**src/logic/sensor_pkg.sv**
```systemverilog
`default_nettype none

package sensor_pkg;

	// ==========================================================================
	// Data widths
	// ==========================================================================
	typedef logic [7:0]  byte_t;   // One SPI or UART byte
	typedef logic [71:0] frame_t;  // Status word, CH1, CH2 (24 bits each)

	// Operation requested from the ADS1292 controller
	typedef enum logic [1:0] {OP_CMD, OP_WREG, OP_READ} ads_op_t;

	// ADS1292 opcodes
	localparam byte_t CMD_SDATAC        = 8'h11;  // Stop continuous read
	localparam byte_t CMD_RDATAC        = 8'h10;  // Continuous read
	localparam byte_t CMD_START_OP_WREG = 8'h40;  // OR'd with register address

	// Setup table as {addr, data}, entry 0 written first
	localparam int CFG_LEN = 3;
	localparam logic [CFG_LEN-1:0][15:0] CFG_TABLE =
		{16'h04_00, 16'h02_A0, 16'h01_02};

	// ==========================================================================
	// Timing and framing
	// ==========================================================================
	localparam int SPI_HALF_DIV      = 4;      // Clocks per SCLK half period
	localparam int UART_CLKS_PER_BIT = 8;
	localparam int FRAME_BYTES       = 9;      // 72-bit frame
	localparam byte_t SYNC_BYTE      = 8'hA5;  // Packet header toward the PC

	// Sensor core sequencing
	typedef enum logic [3:0] {CO_BOOT, CO_CFG, CO_WAIT, CO_READY, CO_ARM,
		CO_DISARM, CO_STOP, CO_SEND, CO_TXEND} core_state_t;

	// ADS1292 transaction sequencing
	typedef enum logic [1:0] {CT_IDLE, CT_START, CT_WAIT, CT_HOLD}
		ctrl_state_t;

endpackage

`default_nettype wire

```
**src/logic/ads1292_controller.sv**
```systemverilog
`default_nettype none

module ads1292_controller import sensor_pkg::*; (
	input  wire         i_clk,
	input  wire         i_arst_n,
	// Core side
	input  wire         i_ads_req,
	input  var ads_op_t i_ads_op,
	input  wire byte_t  i_ads_addr,
	input  wire byte_t  i_ads_data,
	output logic        o_ads_busy,
	output frame_t      o_frame,
	output logic        o_frame_valid,
	input  wire         i_arm_rdatac,   // Continuous read mode active
	output logic        o_overrun,      // Sticky
	// Pins
	input  wire         i_drdy_n,
	output logic        o_csn,
	// SPI master side
	output logic        o_spi_start,
	output byte_t       o_spi_tx,
	input  wire byte_t  i_spi_rx,
	input  wire         i_spi_done
);

	ctrl_state_t state;
	ads_op_t     op_q;
	byte_t       addr_q;
	byte_t       data_q;
	logic [3:0]  byte_idx;     // Byte position within the transaction
	logic [3:0]  byte_last;
	logic [$clog2(SPI_HALF_DIV)-1:0] hold_cnt;  // CSN high time
	logic        drdy_meta;
	logic        drdy_sync;
	logic        drdy_prev;
	logic        drdy_fall;

	// ==========================================================================
	// DRDY synchronizer and falling edge detect
	// ==========================================================================
	always_ff @(posedge i_clk or negedge i_arst_n) begin
		if (!i_arst_n) begin
			drdy_meta <= 1'b1;
			drdy_sync <= 1'b1;
			drdy_prev <= 1'b1;
		end else begin
			drdy_meta <= i_drdy_n;
			drdy_sync <= drdy_meta;
			drdy_prev <= drdy_sync;
		end
	end

	assign drdy_fall = drdy_prev & ~drdy_sync;

	// Byte list per operation
	always_comb begin
		case (op_q)
			OP_CMD:  byte_last = 4'd0;
			OP_WREG: byte_last = 4'd2;  // Opcode, count, data
			default: byte_last = 4'(FRAME_BYTES - 1);
		endcase
		case (op_q)
			OP_CMD:  o_spi_tx = data_q;
			OP_WREG: begin
				if (byte_idx == 4'd0)
					o_spi_tx = CMD_START_OP_WREG | addr_q;
				else if (byte_idx == 4'd1)
					o_spi_tx = 8'h00;  // One register
				else
					o_spi_tx = data_q;
			end
			default: o_spi_tx = 8'h00;  // Dummy bytes clock out the frame
		endcase
	end

	// ==========================================================================
	// Transaction FSM
	// ==========================================================================
	always_ff @(posedge i_clk or negedge i_arst_n) begin
		if (!i_arst_n) begin
			state         <= CT_IDLE;
			op_q          <= OP_CMD;
			byte_idx      <= '0;
			hold_cnt      <= '0;
			o_ads_busy    <= 1'b0;
			o_csn         <= 1'b1;
			o_spi_start   <= 1'b0;
			o_frame_valid <= 1'b0;
			o_overrun     <= 1'b0;
		end else begin
			o_spi_start   <= 1'b0;
			o_frame_valid <= 1'b0;
			// New frame before the current one is read out
			if (drdy_fall && op_q == OP_READ && (state == CT_START || state == CT_WAIT))
				o_overrun <= 1'b1;
			case (state)
				CT_IDLE: begin
					byte_idx <= '0;
					if (i_ads_req) begin
						op_q       <= i_ads_op;
						o_ads_busy <= 1'b1;
						o_csn      <= 1'b0;  // One clock ahead of the first byte
						state      <= CT_START;
					end else if (drdy_fall && i_arm_rdatac) begin
						op_q       <= OP_READ;
						o_ads_busy <= 1'b1;
						o_csn      <= 1'b0;
						state      <= CT_START;
					end
				end
				CT_START: begin
					o_spi_start <= 1'b1;
					state       <= CT_WAIT;
				end
				CT_WAIT: if (i_spi_done) begin
					if (byte_idx == byte_last) begin
						o_csn         <= 1'b1;
						hold_cnt      <= '0;
						o_frame_valid <= (op_q == OP_READ);
						state         <= CT_HOLD;
					end else begin
						byte_idx <= byte_idx + 1'b1;
						state    <= CT_START;
					end
				end
				CT_HOLD: begin
					if (hold_cnt == SPI_HALF_DIV - 1) begin
						o_ads_busy <= 1'b0;
						state      <= CT_IDLE;
					end else begin
						hold_cnt <= hold_cnt + 1'b1;
					end
				end
				default: state <= CT_IDLE;
			endcase
		end
	end

	// Request payload and frame assembly
	always_ff @(posedge i_clk) begin
		if (state == CT_IDLE && i_ads_req) begin
			addr_q <= i_ads_addr;
			data_q <= i_ads_data;
		end
		if (state == CT_WAIT && i_spi_done && op_q == OP_READ)
			o_frame <= {o_frame[63:0], i_spi_rx};  // Status byte ends on top
	end

endmodule

`default_nettype wire

```
**src/logic/ads1292_spi_master.sv**
```systemverilog
`default_nettype none

module ads1292_spi_master import sensor_pkg::*; (
	input  wire        i_clk,
	input  wire        i_arst_n,
	input  wire        i_spi_start,   // One-cycle request
	input  wire byte_t i_spi_tx,
	output byte_t      o_spi_rx,      // Valid with o_spi_done
	output logic       o_spi_busy,
	output logic       o_spi_done,
	output logic       o_sclk,        // Mode 1, idles low
	output logic       o_mosi,
	input  wire        i_miso
);

	logic [$clog2(SPI_HALF_DIV)-1:0] half_cnt;  // Clocks inside one half period
	logic [3:0] edge_cnt;   // 16 SCLK edges per byte
	byte_t      shreg;      // TX leaves at the top, RX enters at the bottom
	logic       half_end;

	assign half_end = (half_cnt == SPI_HALF_DIV - 1);
	assign o_spi_rx = shreg;

	// ==========================================================================
	// Clock divider and edge counter
	// ==========================================================================
	always_ff @(posedge i_clk or negedge i_arst_n) begin
		if (!i_arst_n) begin
			half_cnt   <= '0;
			edge_cnt   <= '0;
			o_spi_busy <= 1'b0;
			o_spi_done <= 1'b0;
			o_sclk     <= 1'b0;
			o_mosi     <= 1'b0;
		end else begin
			o_spi_done <= 1'b0;
			if (!o_spi_busy) begin
				if (i_spi_start) begin
					o_spi_busy <= 1'b1;  // Busy from the next clock
					half_cnt   <= '0;
					edge_cnt   <= '0;
				end
			end else if (half_end) begin
				half_cnt <= '0;
				o_sclk   <= ~o_sclk;
				edge_cnt <= edge_cnt + 1'b1;
				// Rising edge launches the next bit
				if (!o_sclk)
					o_mosi <= shreg[7];
				// Last falling edge ends the byte
				if (edge_cnt == 4'd15) begin
					o_spi_busy <= 1'b0;
					o_spi_done <= 1'b1;
				end
			end else begin
				half_cnt <= half_cnt + 1'b1;
			end
		end
	end

	// Shift register, MSB first
	always_ff @(posedge i_clk) begin
		if (!o_spi_busy && i_spi_start) begin
			shreg <= i_spi_tx;
		end else if (o_spi_busy && half_end) begin
			if (!o_sclk)
				shreg <= {shreg[6:0], 1'b0};  // Bit just went out on MOSI
			else
				shreg[0] <= i_miso;           // Sample on falling SCLK
		end
	end

endmodule

`default_nettype wire

```
**src/logic/khu_sensor_top.sv**
```systemverilog
`default_nettype none

module khu_sensor_top import sensor_pkg::*; (
	input  wire  i_clk,
	input  wire  i_arst_n,
	input  wire  i_run,
	output logic o_chip_set,
	output logic o_run_set,
	output logic o_core_busy,
	output logic o_overrun,
	output logic o_uart_txd,
	// ADS1292 pins
	output logic o_ads_sclk,
	output logic o_ads_mosi,
	input  wire  i_ads_miso,
	input  wire  i_ads_drdy_n,
	output logic o_ads_reset_n,
	output logic o_ads_start,
	output logic o_ads_csn
);

	// ==========================================================================
	// Internal connections
	// ==========================================================================
	logic    ads_req;
	ads_op_t ads_op;
	byte_t   ads_addr;
	byte_t   ads_data;
	logic    ads_busy;
	frame_t  frame;
	logic    frame_valid;
	logic    arm_rdatac;
	logic    spi_start;
	byte_t   spi_tx;
	byte_t   spi_rx;
	logic    spi_done;
	logic    tx_valid;
	byte_t   tx_data;
	logic    tx_ready;

	assign o_ads_reset_n = i_arst_n;  // Chip leaves reset with the design

	sensor_core u_sensor_core (
		.i_clk(i_clk), .i_arst_n(i_arst_n), .i_run(i_run),
		.o_chip_set(o_chip_set), .o_run_set(o_run_set), .o_core_busy(o_core_busy),
		.o_ads_start_pin(o_ads_start),
		.o_ads_req(ads_req), .o_ads_op(ads_op), .o_ads_addr(ads_addr),
		.o_ads_data(ads_data), .i_ads_busy(ads_busy),
		.i_frame(frame), .i_frame_valid(frame_valid), .o_arm_rdatac(arm_rdatac),
		.o_tx_valid(tx_valid), .o_tx_data(tx_data), .i_tx_ready(tx_ready)
	);

	ads1292_controller u_ads1292_controller (
		.i_clk(i_clk), .i_arst_n(i_arst_n),
		.i_ads_req(ads_req), .i_ads_op(ads_op), .i_ads_addr(ads_addr),
		.i_ads_data(ads_data), .o_ads_busy(ads_busy),
		.o_frame(frame), .o_frame_valid(frame_valid), .i_arm_rdatac(arm_rdatac),
		.o_overrun(o_overrun), .i_drdy_n(i_ads_drdy_n), .o_csn(o_ads_csn),
		.o_spi_start(spi_start), .o_spi_tx(spi_tx), .i_spi_rx(spi_rx),
		.i_spi_done(spi_done)
	);

	// SPI busy stays internal
	ads1292_spi_master u_ads1292_spi_master (
		.i_clk(i_clk), .i_arst_n(i_arst_n),
		.i_spi_start(spi_start), .i_spi_tx(spi_tx), .o_spi_rx(spi_rx),
		.o_spi_busy(), .o_spi_done(spi_done),
		.o_sclk(o_ads_sclk), .o_mosi(o_ads_mosi), .i_miso(i_ads_miso)
	);

	uart_tx u_uart_tx (
		.i_clk(i_clk), .i_arst_n(i_arst_n),
		.i_tx_valid(tx_valid), .i_tx_data(tx_data), .o_tx_ready(tx_ready),
		.o_txd(o_uart_txd)
	);

endmodule

`default_nettype wire

```
**src/logic/sensor_core.sv**
```systemverilog
`default_nettype none

module sensor_core import sensor_pkg::*; (
	input  wire         i_clk,
	input  wire         i_arst_n,
	input  wire         i_run,
	output logic        o_chip_set,
	output logic        o_run_set,
	output logic        o_core_busy,
	output logic        o_ads_start_pin,
	// ADS1292 controller
	output logic        o_ads_req,
	output ads_op_t     o_ads_op,
	output byte_t       o_ads_addr,
	output byte_t       o_ads_data,
	input  wire         i_ads_busy,
	input  wire frame_t i_frame,
	input  wire         i_frame_valid,
	output logic        o_arm_rdatac,
	// UART transmitter
	output logic        o_tx_valid,
	output byte_t       o_tx_data,
	input  wire         i_tx_ready
);

	core_state_t state;
	core_state_t ret_state;  // Resume point after CO_WAIT
	logic [$clog2(CFG_LEN+1)-1:0] cfg_idx;
	logic [3:0]  byte_cnt;   // 0 is the sync byte
	logic [79:0] pkt;        // Sync byte and latched frame

	assign o_tx_data = pkt[79:72];

	// Hand a request to the controller, then wait in CO_WAIT
	task automatic issue(input ads_op_t op, input byte_t addr, input byte_t data,
		input core_state_t ret);
		o_ads_req  <= 1'b1;
		o_ads_op   <= op;
		o_ads_addr <= addr;
		o_ads_data <= data;
		ret_state  <= ret;
		state      <= CO_WAIT;
	endtask

	// ==========================================================================
	// Setup, run control and packet FSM
	// ==========================================================================
	always_ff @(posedge i_clk or negedge i_arst_n) begin
		if (!i_arst_n) begin
			state           <= CO_BOOT;
			ret_state       <= CO_BOOT;
			cfg_idx         <= '0;
			byte_cnt        <= '0;
			o_chip_set      <= 1'b0;
			o_run_set       <= 1'b0;
			o_core_busy     <= 1'b0;
			o_ads_start_pin <= 1'b0;
			o_ads_req       <= 1'b0;
			o_ads_op        <= OP_CMD;
			o_ads_addr      <= '0;
			o_ads_data      <= '0;
			o_arm_rdatac    <= 1'b0;
			o_tx_valid      <= 1'b0;
		end else begin
			case (state)
				CO_BOOT: if (!i_ads_busy) begin
					o_core_busy <= 1'b1;
					issue(OP_CMD, 8'h00, CMD_SDATAC, CO_CFG);
				end
				CO_WAIT: begin
					if (o_ads_req) begin
						if (i_ads_busy)
							o_ads_req <= 1'b0;  // Accepted
					end else if (!i_ads_busy) begin
						state <= ret_state;
					end
				end
				CO_CFG: begin
					if (cfg_idx == CFG_LEN) begin
						o_chip_set  <= 1'b1;
						o_core_busy <= 1'b0;
						state       <= CO_READY;
					end else begin
						issue(OP_WREG, CFG_TABLE[cfg_idx][15:8], CFG_TABLE[cfg_idx][7:0],
							CO_CFG);
						cfg_idx <= cfg_idx + 1'b1;
					end
				end
				CO_READY: begin
					if (i_frame_valid) begin
						o_arm_rdatac <= 1'b0;  // No new reads until the packet is out
						o_core_busy  <= 1'b1;
						o_tx_valid   <= 1'b1;
						byte_cnt     <= '0;
						state        <= CO_SEND;
					end else if (!i_run && o_run_set) begin
						o_arm_rdatac <= 1'b0;
						o_run_set    <= 1'b0;
						o_core_busy  <= 1'b1;
						state        <= CO_DISARM;
					end else if (i_run && !o_run_set && !i_ads_busy) begin
						o_ads_start_pin <= 1'b1;
						o_core_busy     <= 1'b1;
						issue(OP_CMD, 8'h00, CMD_RDATAC, CO_ARM);
					end
				end
				CO_ARM: begin
					o_arm_rdatac <= 1'b1;
					o_run_set    <= 1'b1;
					o_core_busy  <= 1'b0;
					state        <= CO_READY;
				end
				// Let a read already under way finish
				CO_DISARM: if (!i_ads_busy)
					issue(OP_CMD, 8'h00, CMD_SDATAC, CO_STOP);
				CO_STOP: begin
					o_ads_start_pin <= 1'b0;
					o_core_busy     <= 1'b0;
					state           <= CO_READY;
				end
				CO_SEND: if (i_tx_ready) begin
					if (byte_cnt == FRAME_BYTES) begin
						o_tx_valid <= 1'b0;
						state      <= CO_TXEND;
					end else begin
						byte_cnt <= byte_cnt + 1'b1;
					end
				end
				CO_TXEND: if (i_tx_ready) begin  // Stop bit of the last byte done
					o_core_busy  <= 1'b0;
					o_arm_rdatac <= 1'b1;
					state        <= CO_READY;
				end
				default: state <= CO_BOOT;
			endcase
		end
	end

	// Packet shifter, MSB byte first
	always_ff @(posedge i_clk) begin
		if (state == CO_READY && i_frame_valid)
			pkt <= {SYNC_BYTE, i_frame};
		else if (state == CO_SEND && i_tx_ready)
			pkt <= {pkt[71:0], 8'h00};
	end

endmodule

`default_nettype wire

```
**src/logic/uart_tx.sv**
```systemverilog
`default_nettype none

module uart_tx import sensor_pkg::*; (
	input  wire        i_clk,
	input  wire        i_arst_n,
	input  wire        i_tx_valid,
	input  wire byte_t i_tx_data,
	output logic       o_tx_ready,  // Low while a byte is on the line
	output logic       o_txd
);

	logic [9:0] shreg;  // Stop, data LSB first, start
	logic [$clog2(UART_CLKS_PER_BIT)-1:0] baud_cnt;
	logic [3:0] bit_cnt;

	assign o_txd = shreg[0];

	// ==========================================================================
	// 8N1 serializer
	// ==========================================================================
	always_ff @(posedge i_clk or negedge i_arst_n) begin
		if (!i_arst_n) begin
			shreg      <= '1;   // Line idles high
			baud_cnt   <= '0;
			bit_cnt    <= '0;
			o_tx_ready <= 1'b1;
		end else if (o_tx_ready) begin
			if (i_tx_valid) begin
				shreg      <= {1'b1, i_tx_data, 1'b0};
				baud_cnt   <= '0;
				bit_cnt    <= '0;
				o_tx_ready <= 1'b0;
			end
		end else if (baud_cnt == UART_CLKS_PER_BIT - 1) begin
			baud_cnt <= '0;
			shreg    <= {1'b1, shreg[9:1]};  // Next bit, fill with idle
			bit_cnt  <= bit_cnt + 1'b1;
			if (bit_cnt == 4'd9)
				o_tx_ready <= 1'b1;  // End of stop bit
		end else begin
			baud_cnt <= baud_cnt + 1'b1;
		end
	end

endmodule

`default_nettype wire

```
**config.mk**
```make
export PLATFORM = sky130hd
export DESIGN_NAME = khu_sensor_top
export DESIGN_NICKNAME = d
export VERILOG_FILES = /design/src/logic/sensor_pkg.sv /design/src/logic/ads1292_controller.sv /design/src/logic/ads1292_spi_master.sv /design/src/logic/khu_sensor_top.sv /design/src/logic/sensor_core.sv /design/src/logic/uart_tx.sv
export SDC_FILE = /design/constraint.sdc
export NUM_CORES = 1
export LEC_CHECK = 0
export ABC_CLOCK_PERIOD_IN_PS = 3300
export BUFFER_PORTS_ARGS = -buffer_cell sky130_fd_sc_hd__buf_2
export CORE_AREA = 2 2 148 150
export DETAILED_ROUTE_END_ITERATION = 7
export DIE_AREA = 0 0 150 152
export SLEW_MARGIN = 15
export SYNTH_ARGS = -nofsm -noshare
export SYNTH_HDL_FRONTEND = slang
export SYNTH_SLANG_ARGS = --single-unit
```
**constraint.sdc**
```tcl
create_clock -name i_clk -period 3.3 [get_ports i_clk]
set_input_delay 0 -clock i_clk [delete_from_list [all_inputs] [get_ports i_clk]]
set_output_delay 0 -clock i_clk [all_outputs]
set_load 0.1 [all_outputs]
```
# After elaboration in Yosys (flattened, before gate mapping)
# Index checks and enable logic that the tools add are counted.
[classes] addsub=8 n_mul=0 n_div=0 order_cmp=1 n_eq_ne=49 n_shift=0 muxes=130 bitwise=4 reduce_logical=63
[op_table] cell="$mux W72" count=2
[op_table] cell="$mux W8" count=14
[op_table] cell="$mux W4" count=26
[op_table] cell="$pmux W8 S3" count=2
[op_table] cell="$mux W1" count=42
[op_table] cell="$mux W2" count=18
[op_table] cell="$bmux W16 S2" count=1
[op_table] cell="$mux W10" count=3
[op_table] cell="$ne A2 B2 Y1 const B" count=15
[op_table] cell="$pmux W4 S7" count=1
[op_table] cell="$pmux W4 S2" count=3
[op_table] cell="$reduce_bool A2 Y1" count=11
[op_table] cell="$reduce_and A4 Y1" count=5
[op_table] cell="$ne A2 B1 Y1 const B" count=9
[op_table] cell="$reduce_and A3 Y1" count=6
[op_table] cell="$add A4 B1 Y4 const B" count=4
[op_table] cell="$eq A4 B3 Y1 const B" count=4
[op_table] cell="$eq A4 B4 Y1 const B" count=4
[op_table] cell="$mux W16" count=1
[op_table] cell="$pmux W4 S4" count=1
[op_table] cell="$pmux W8 S2" count=1
[op_table] cell="$reduce_and A2 Y1" count=7
[op_table] cell="$reduce_and A7 Y1" count=2
[op_table] cell="$logic_and A1 B1 Y1" count=13
[op_table] cell="other kinds (33)" count=60
[totals] ff_bits=261 latchBits=0 mem_bits_rw=0 mem_bits_ro=0 output_inout_bits=10 word_cells=298 n_memories=0

# Depth between registers and ports, before layout
# Gate-level depths: netlist of run 1.
[logic_depth] ltp_word=7 depth_mapped=7 depth_no_buf=7

# Modules after synthesis
# A second synthesis of run 1 with hierarchy kept.
[hier_totals] hier_cells=863 area_unflattened_um2=10671.5
[by_module_without_submodules] mod="sensor_core" instances=1 cells_each=501 area_each_um2=5134.9 seq_area_each_um2=3022.9
[by_module_without_submodules] mod="ads1292_controller" instances=1 cells_each=213 area_each_um2=3751.1 seq_area_each_um2=3067.9
[by_module_without_submodules] mod="uart_tx" instances=1 cells_each=87 area_each_um2=948.4 seq_area_each_um2=437.9
[by_module_without_submodules] mod="ads1292_spi_master" instances=1 cells_each=61 area_each_um2=829.5 seq_area_each_um2=490.5
[by_module_without_submodules] mod="khu_sensor_top" instances=1 cells_each=1 area_each_um2=7.5 seq_area_each_um2=0.0

# Worst setup path after synthesis of run 1
# Ideal clock, no wire load.
[synth_timing] path_type="flip-flop to flip-flop" start="reg u_sensor_core.state[2]" end="reg u_sensor_core.pkt[0], enable pin" setup_time_ps=433 t_arrival_ps=2752 path_slack_ps=116 path_stages_with_launch=6 cell_sequence="dfrtp_1 buf_4 and4bb_4 nand2_1 buf_2 nand2_1"
[synth_via] elab_chain_len=3 elab_cells_between_ends=5 classes_between="2 x eq/ne; 3 x reduce/logical"
[synth_lines] item="start: declaration" line_no="sensor_core.sv:26" source="core_state_t state;"
[synth_lines] item="start signal: assignment" line_no="sensor_core.sv:75" source="state <= ret_state;"
[synth_lines] item="$eq A4 B3 Y1 or $eq A4 B2 Y1 (tied branches)" line_no="sensor_core.sv:143, sensor_core.sv:141"
[synth_lines] item="$logic_and A1 B1 Y1, on equally long branches" line_no="sensor_core.sv:143, sensor_core.sv:141"
[synth_lines] item="$reduce_bool A2 Y1 (no line) (*)"
[synth_lines] item="end signal: assignment" line_no="sensor_core.sv:142" source="pkt <= {SYNC_BYTE, i_frame};"
[synth_lines] item="end signal: assignment" line_no="sensor_core.sv:144" source="pkt <= {pkt[71:0], 8'h00};"
[synth_lines] item="end: declaration" line_no="sensor_core.sv:30" source="logic [79:0] pkt;"
# Mark *: on every way between the ends. The rest lies on a longest branch, timed or not.
# A chain may end at the register's enable or synchronous reset.

# Final worst setup path of run 1
[layout_timing] start="reg u_sensor_core.state[0]" end="reg u_sensor_core.pkt[7], enable pin"
# The elaborated chain is that of the path after synthesis.

==> impl_metrics.env, run 1 <==
export IMPL_hold_start="i_ads_drdy_n"
export IMPL_initial_core_util=0.459
export IMPL_leakage_uw=0.00413
export IMPL_syn_inst=809
export IMPL_clock_root_buffer="clkbuf_16"
export IMPL_drcViolationCount=0
export IMPL_drv_cap=0
export IMPL_clock_fmax_mhz=416
export IMPL_dieWidth_um=150
export IMPL_diodes=0
export IMPL_die_h_um=152
export IMPL_clock_skew_ns=0.0157
export IMPL_drtAntennaViolNets=0
export IMPL_synth_seq_cells=236
export IMPL_finalMaxSlewViolations=0
export IMPL_antenna_found_initial=0
export IMPL_cts_tree="done"
export IMPL_period_minus_slack_ns=2.40
export IMPL_yosysSeqAreaShare=0.681
export IMPL_min_path_cells=2
export IMPL_avgSynthCellArea_um2=12.1
export IMPL_grt_pass1_vias=5919
export IMPL_synth_warnings=0
export IMPL_async_flop_share=0.301
export IMPL_clk_pin_slew_ns=0.06
export IMPL_rr_worst_depth=4
export IMPL_ctsResizeCount=0
export IMPL_drt_pass1_iter_count=5
export IMPL_status="finished, final reports clean"
export IMPL_peakVddDrop_mv=0.356
export IMPL_min_to="u_ads1292_controller.drdy_meta"
export IMPL_crit_path_end_kind="register"
export IMPL_htreeDepth=1
export IMPL_mostFrequentLayoutCells="255 x nand2_1, 157 x edfxtp_1, 57 x dfrtp_1"
export IMPL_clock_latency_ns=0.52
export IMPL_postCtsHoldBufs=4
export IMPL_io_pins=15
export IMPL_worstPathMaxFanout=21
export IMPL_r2r_start="u_sensor_core.state[0]"
export IMPL_power_frac_seq=0.496
export IMPL_holdCritPathClass="in -> reg"
export IMPL_grt_ovfl_total=0
export IMPL_r2r_slack_ns=0.90
export IMPL_syn_nets=834
export IMPL_post_cts_buffers=0
export IMPL_dieArea_um2=22800
export IMPL_cp_arrival_ns=2.60
export IMPL_drive_gt1_frac=0.122
export IMPL_place_area_um2=10200
export IMPL_clock_sinks=236
export IMPL_viasPerCell=5.19
export IMPL_layout_nets=849
export IMPL_synth_edf_count=157
export IMPL_p_int_uw=5170
export IMPL_r2r_end="u_sensor_core.pkt[7]"
export IMPL_vias=5828
export IMPL_fp_row_count=54
export IMPL_area_delta_synth_final_pct=13.8
export IMPL_worst_slew_pin_slew_ns=0.944
export IMPL_synthFlopType="edfxtp_1"
export IMPL_grt_pass1_wl_um=29300
export IMPL_crit_type="reg -> reg"
export IMPL_slew_headroom=0.364
export IMPL_core_um2=21400
export IMPL_tns_ns=0
export IMPL_wl_per_cell_um=15.3
export IMPL_totalWireLength_um=17200
export IMPL_setup_viol=0
export IMPL_p_per_area_nw_per_um2=567
export IMPL_comb_power_share=0.005
export IMPL_power_switching_uw=1150
export IMPL_synth_cell_types=67
export IMPL_drtIter0Drc=349
export IMPL_fin_ws_ns=0.898
export IMPL_rsz0062_at_grt="false"
export IMPL_post_dp_hpwl_um=10600
export IMPL_layout_commonest_cell="nand2_1"
export IMPL_cts_max_path_buffers=3
export IMPL_place_gp_congestion=0.798
export IMPL_final_cell_area_um2=11100
export IMPL_sw_frac_of_total=0.181
export IMPL_grt_max_degree=72
export IMPL_clockPowerShare=0.499
export IMPL_cts_buffers_inserted=25
export IMPL_io_buffers=14
export IMPL_finalHoldViolCount=0
export IMPL_synthesis_area_um2=9800
export IMPL_required_ns=3.50
export IMPL_fin_crit_sh=0.728
export IMPL_pre_cts_ws_ns=0.887
export IMPL_cp_start_kind="register"
export IMPL_grt_total_usage=0.156
per-stage QoR:
step | utilization | total power (uW) | instances | hold slack, ns
after floorplan | - | 3200 | 809 | -0.296
after global placement | 0.476 | 3220 | 1073 | 0.108
after detailed placement | 0.476 | 3220 | 1073 | 0.109
after CTS | 0.522 | 6390 | 1123 | 0.154
after global routing | 0.522 | 6510 | 1123 | 0.172
final | 0.522 | 6320 | 1123 | 0.173
worst max path at each step:
stage | from | end | slack (ns) | cells after the start
final | u_sensor_core.state[0] | u_sensor_core.pkt[7] | 0.90 | 4
after CTS | u_sensor_core.state[0] | u_sensor_core.pkt[7] | 0.88 | 4
after global routing | u_sensor_core.state[0] | u_sensor_core.pkt[4] | 0.68 | 4
after detailed placement | u_sensor_core.state[0] | u_sensor_core.pkt[9] | 0.89 | 4
after global placement | u_sensor_core.state[0] | u_sensor_core.pkt[1] | 0.99 | 4
after floorplan | u_sensor_core.state[2] | u_sensor_core.pkt[0] | 0.12 | 5
power by group through the flow:
| stage | Combinational, uW | Clock [uW] | Sequential, uW |
|---|---|---|---|
| global placement | 29.7 | 0 | 3190 |
| global route | 37.5 | 3340 | 3130 |
| finish | 32.9 | 3150 | 3130 |
| floorplan | 8.45 | 0 | 3190 |
| CTS | 34.2 | 3220 | 3130 |
| detailed placement | 30.3 | 0 | 3190 |
cells by family (layout without fill, tap and decap cells):
kind of cell | count (synthesis) | after routing | share of synthesized area
xor gates and xnor gates | 15 | 15 | 0.0134
adders and majority gates | 20 | 20 | 0.0255
DFF | 236 | 236 | 0.681
muxes | 19 | 19 | 0.0208
and+or+nand+nor | 354 | 354 | 0.157
AOI/OAI and AO/OA | 109 | 109 | 0.0776
buffers and inverters | 56 | 90 | 0.0255
flip-flops by register name, indices dropped and copies added (netlist names), 3 cells and up:
name and flops:
u_uart_tx.baud_cnt 3, u_sensor_core.ret_state 3, u_ads1292_controller.byte_idx 4, u_ads1292_controller.data_q 4
u_sensor_core.state 4, u_uart_tx.shreg 9, u_sensor_core.o_ads_data 4, u_uart_tx.bit_cnt 4
u_ads1292_controller.o_frame 72, u_ads1292_spi_master.o_spi_rx 8, u_sensor_core.byte_cnt 4, u_ads1292_spi_master.edge_cnt 4
u_sensor_core.pkt 80
Yosys cell counts, types with 4 or more instances:
master / number / area share
a22o_1: 14 / 0.013
nor2b_1: 15 / 0.0096
dfrtp_1: 57 / 0.15
nand3_1: 13 / 0.0066
xnor2_1: 8 / 0.0072
a211oi_1: 7 / 0.0054
inv_1: 16 / 0.0061
clkbuf_1: 20 / 0.0077
a21oi_1: 21 / 0.011
nand2b_1: 4 / 0.0026
mux2_2: 4 / 0.0046
mux2i_1: 11 / 0.011
edfxtp_1: 157 / 0.48
ha_1: 20 / 0.026
nor2_1: 22 / 0.0084
dfstp_2: 14 / 0.038
and2_1: 8 / 0.0051
a31oi_1: 4 / 0.0026
dfxtp_1: 8 / 0.016
o21ai_0: 19 / 0.0097
buf_2: 14 / 0.0072
xor2_1: 7 / 0.0063
nand4_1: 4 / 0.0026
o21ai_1: 5 / 0.0026
nor3_1: 4 / 0.0020
nand2_1: 257 / 0.098
and3_1: 11 / 0.0070
final cells by class:
cell class                 instances  area (um^2)
sequential                       236         6670
multi-input combinational        517         2890
inverter                          16         60.1
timing repair buffer              28          235
clock inverter                    18          293
clock buffer                      28          647
tap                              280          350
fill                            1835        10200
critical path: stages (launching register included):
cell	delay, ns
dfrtp_1	0.71
and4b_1	0.39
nand2_1	0.30
nand2_4	0.37
buf_4	0.31
layer usage:
metal  GRT usage  vias to the layer above  share of wire
li1            -                     2858              -
met1       0.214                     2879           0.46
met2       0.259                       64           0.50
met3      0.0261                       27          0.029
met4      0.0373                        0          0.019
met5           0                        -              0
(Power assumes the default switching activity.)
==> run 2, diff against run 1 <==
- ABC_CLOCK_PERIOD_IN_PS: 3300 -> 2400
- clock period: 3.3 -> 2.4 ns (I/O delays scaled with it)
==> run 2 against run 1 <==
  * Sequential power increased by 38%
  * Cell count increased by 0.27%
  * Count of clock-buffer cells in the layout increased by 7
  * Maximum frequency increased by 14%
  * Clock power increased by 15%
  * Global-route usage decreased by 0.47 points
  * Critical endpoint is now u_sensor_core.pkt[10]
==> impl_metrics.env, run 2 (synthesis gave the netlist of run 1 again) <==
export IMPL_clock_fmax_mhz=474
export IMPL_rsz0062_at_grt="false"
export IMPL_place_gp_congestion=0.790
export IMPL_holdCritPathClass="in -> async"
export IMPL_p_per_area_nw_per_um2=723
export IMPL_top_register="u_sensor_core.pkt"
export IMPL_tns_ns=0
export IMPL_period_minus_slack_ns=2.11
export IMPL_setup_viol=0
export IMPL_layout_nets=853
export IMPL_grt_pass1_vias=5789
export IMPL_num_fill_cells=1836
export IMPL_slowest_delay_ns=0.69
export IMPL_leakage_uw=0.00407
export IMPL_finalHoldViolCount=0
export IMPL_core_um2=21400
export IMPL_crit_type="reg -> reg"
export IMPL_cp_start_kind="register"
export IMPL_dieWidth_um=150
export IMPL_clock_latency_ns=0.51
export IMPL_drtIter0Drc=316
export IMPL_fin_ws_ns=0.290
export IMPL_path_buf_inv=1
export IMPL_viasPerCell=5.21
export IMPL_initial_core_util=0.459
export IMPL_pre_cts_ws_ns=0.298
export IMPL_wl_per_cell_um=15.0
export IMPL_largest_reg_flops=80
export IMPL_crit_family="simple AND/OR/NAND/NOR gates"
export IMPL_die_h_um=152
export IMPL_cts_buffers_inserted=25
export IMPL_grt_ovfl_total=0
export IMPL_vias=5863
export IMPL_drive_gt1_frac=0.123
export IMPL_path_cells="and4bb_4, and2_2, buf_4, nand2_1, nand2_1"
export IMPL_worst_slew_pin_slew_ns=0.936
export IMPL_grt_total_usage=0.151
export IMPL_totalWireLength_um=16900
export IMPL_ctsResizeCount=0
export IMPL_clock_root_buffer="clkbuf_16"
export IMPL_post_dp_hpwl_um=10300
export IMPL_layout_commonest_cell="nand2_1"
export IMPL_peakVddDrop_mv=0.539
export IMPL_io_pins=15
export IMPL_drt_pass1_iter_count=4
export IMPL_htreeDepth=1
export IMPL_required_ns=2.77
export IMPL_cp_arrival_ns=2.48
export IMPL_drtAntennaViolNets=0
export IMPL_worstPathMaxFanout=19
export IMPL_slowest_stage="dfrtp_1"
export IMPL_mostFrequentLayoutCells="255 x nand2_1, 157 x edfxtp_1, 57 x dfrtp_1"
export IMPL_cts_tree="done"
export IMPL_clock_sinks=236
export IMPL_dieArea_um2=22800
export IMPL_drcViolationCount=0
export IMPL_grt_pass1_wl_um=28500
export IMPL_utilization=0.516
export IMPL_crit_path_end_kind="register"
export IMPL_cts_max_path_buffers=3
export IMPL_fin_cells=1126
export IMPL_clock_skew_ns=0.00962
export IMPL_slew_headroom=0.369
export IMPL_hold_slack_ns=0.0191
export IMPL_fin_crit_sh=0.879
export IMPL_antenna_found_initial=0
export IMPL_diodes=0
export IMPL_area_delta_synth_final_pct=12.4
export IMPL_clk_pin_slew_ns=0.06
export IMPL_status="finished, final reports clean"
export IMPL_drv_cap=0
export IMPL_io_buffers=14
export IMPL_crit_top_cell="nand2_1"
export IMPL_fp_row_count=54
export IMPL_reg_top3="u_sensor_core.pkt (80), u_ads1292_controller.o_frame (72), u_uart_tx.shreg (9)"
export IMPL_grt_max_degree=56
export IMPL_finalMaxSlewViolations=0
export IMPL_placed_cells=1077
==> run 2: cell count changes in the layout (fill, tap and decap cells not counted), sizes merged <==
cell / previous run / this run
bufinv: 8 / 0
clkbuf: 28 / 35
buf: 24 / 28
clkinvlp: 1 / 3
clkinv: 8 / 7
inv: 17 / 16
==> run 2: final timing paths <==
check | start | to | slack [ns] | cells past startpoint
max in group asynchronous | i_arst_n | u_ads1292_controller.o_csn | 1.53 | 3
min in group i_clk | i_ads_drdy_n | u_ads1292_controller.drdy_meta | 0.17 | 2
worst max-delay path | u_sensor_core.state[1] | u_sensor_core.pkt[10] | 0.29 | 5
worst min-delay path | i_arst_n | u_uart_tx.bit_cnt[1] | 0.02 | 2
worst min register to register | u_ads1292_controller.drdy_meta | u_ads1292_controller.drdy_sync | 0.36 | 0
worst max register to register | u_sensor_core.state[1] | u_sensor_core.pkt[10] | 0.29 | 5
==> run 2: through the flow <==
step	cell area [um^2]	total power, uW
floorplan	9810	4400
global placement	10200	4430
detailed placement	10200	4430
CTS	11000	8060
global route	11000	8230
finish	11000	7970
==> run 2: area by class of cell <==
cell class / instances / area (um^2) / share of cell area
tap: 280 / 350 / 0.0318
timing repair buffer: 32 / 268 / 0.0243
multi-input combinational: 517 / 2890 / 0.263
clock buffer: 35 / 724 / 0.0657
sequential: 236 / 6670 / 0.605
inverter: 16 / 60.1 / 0.00545
clock inverter: 10 / 55.1 / 0.00500
==> run 2: what timing repair did <==
| item | in CTS | in global routing |
|---|---|---|
| endpoints found under the hold margin | 42 | 0 |
| hold buffers | 4 | 0 |
| setup buffers | 0 | 0 |
==> run 2: routing by layer <==
layer	GRT usage	part of all wire
met1	0.202	0.45
met2	0.257	0.49
met3	0.0237	0.028
met4	0.0409	0.026
met5	0	0
==> run 2: where the power goes <==
group	switching, uW	internal, uW	total, uW
logic	35.0	10.9	45.9
clock network	1520	2100	3620
registers	0.850	4300	4310
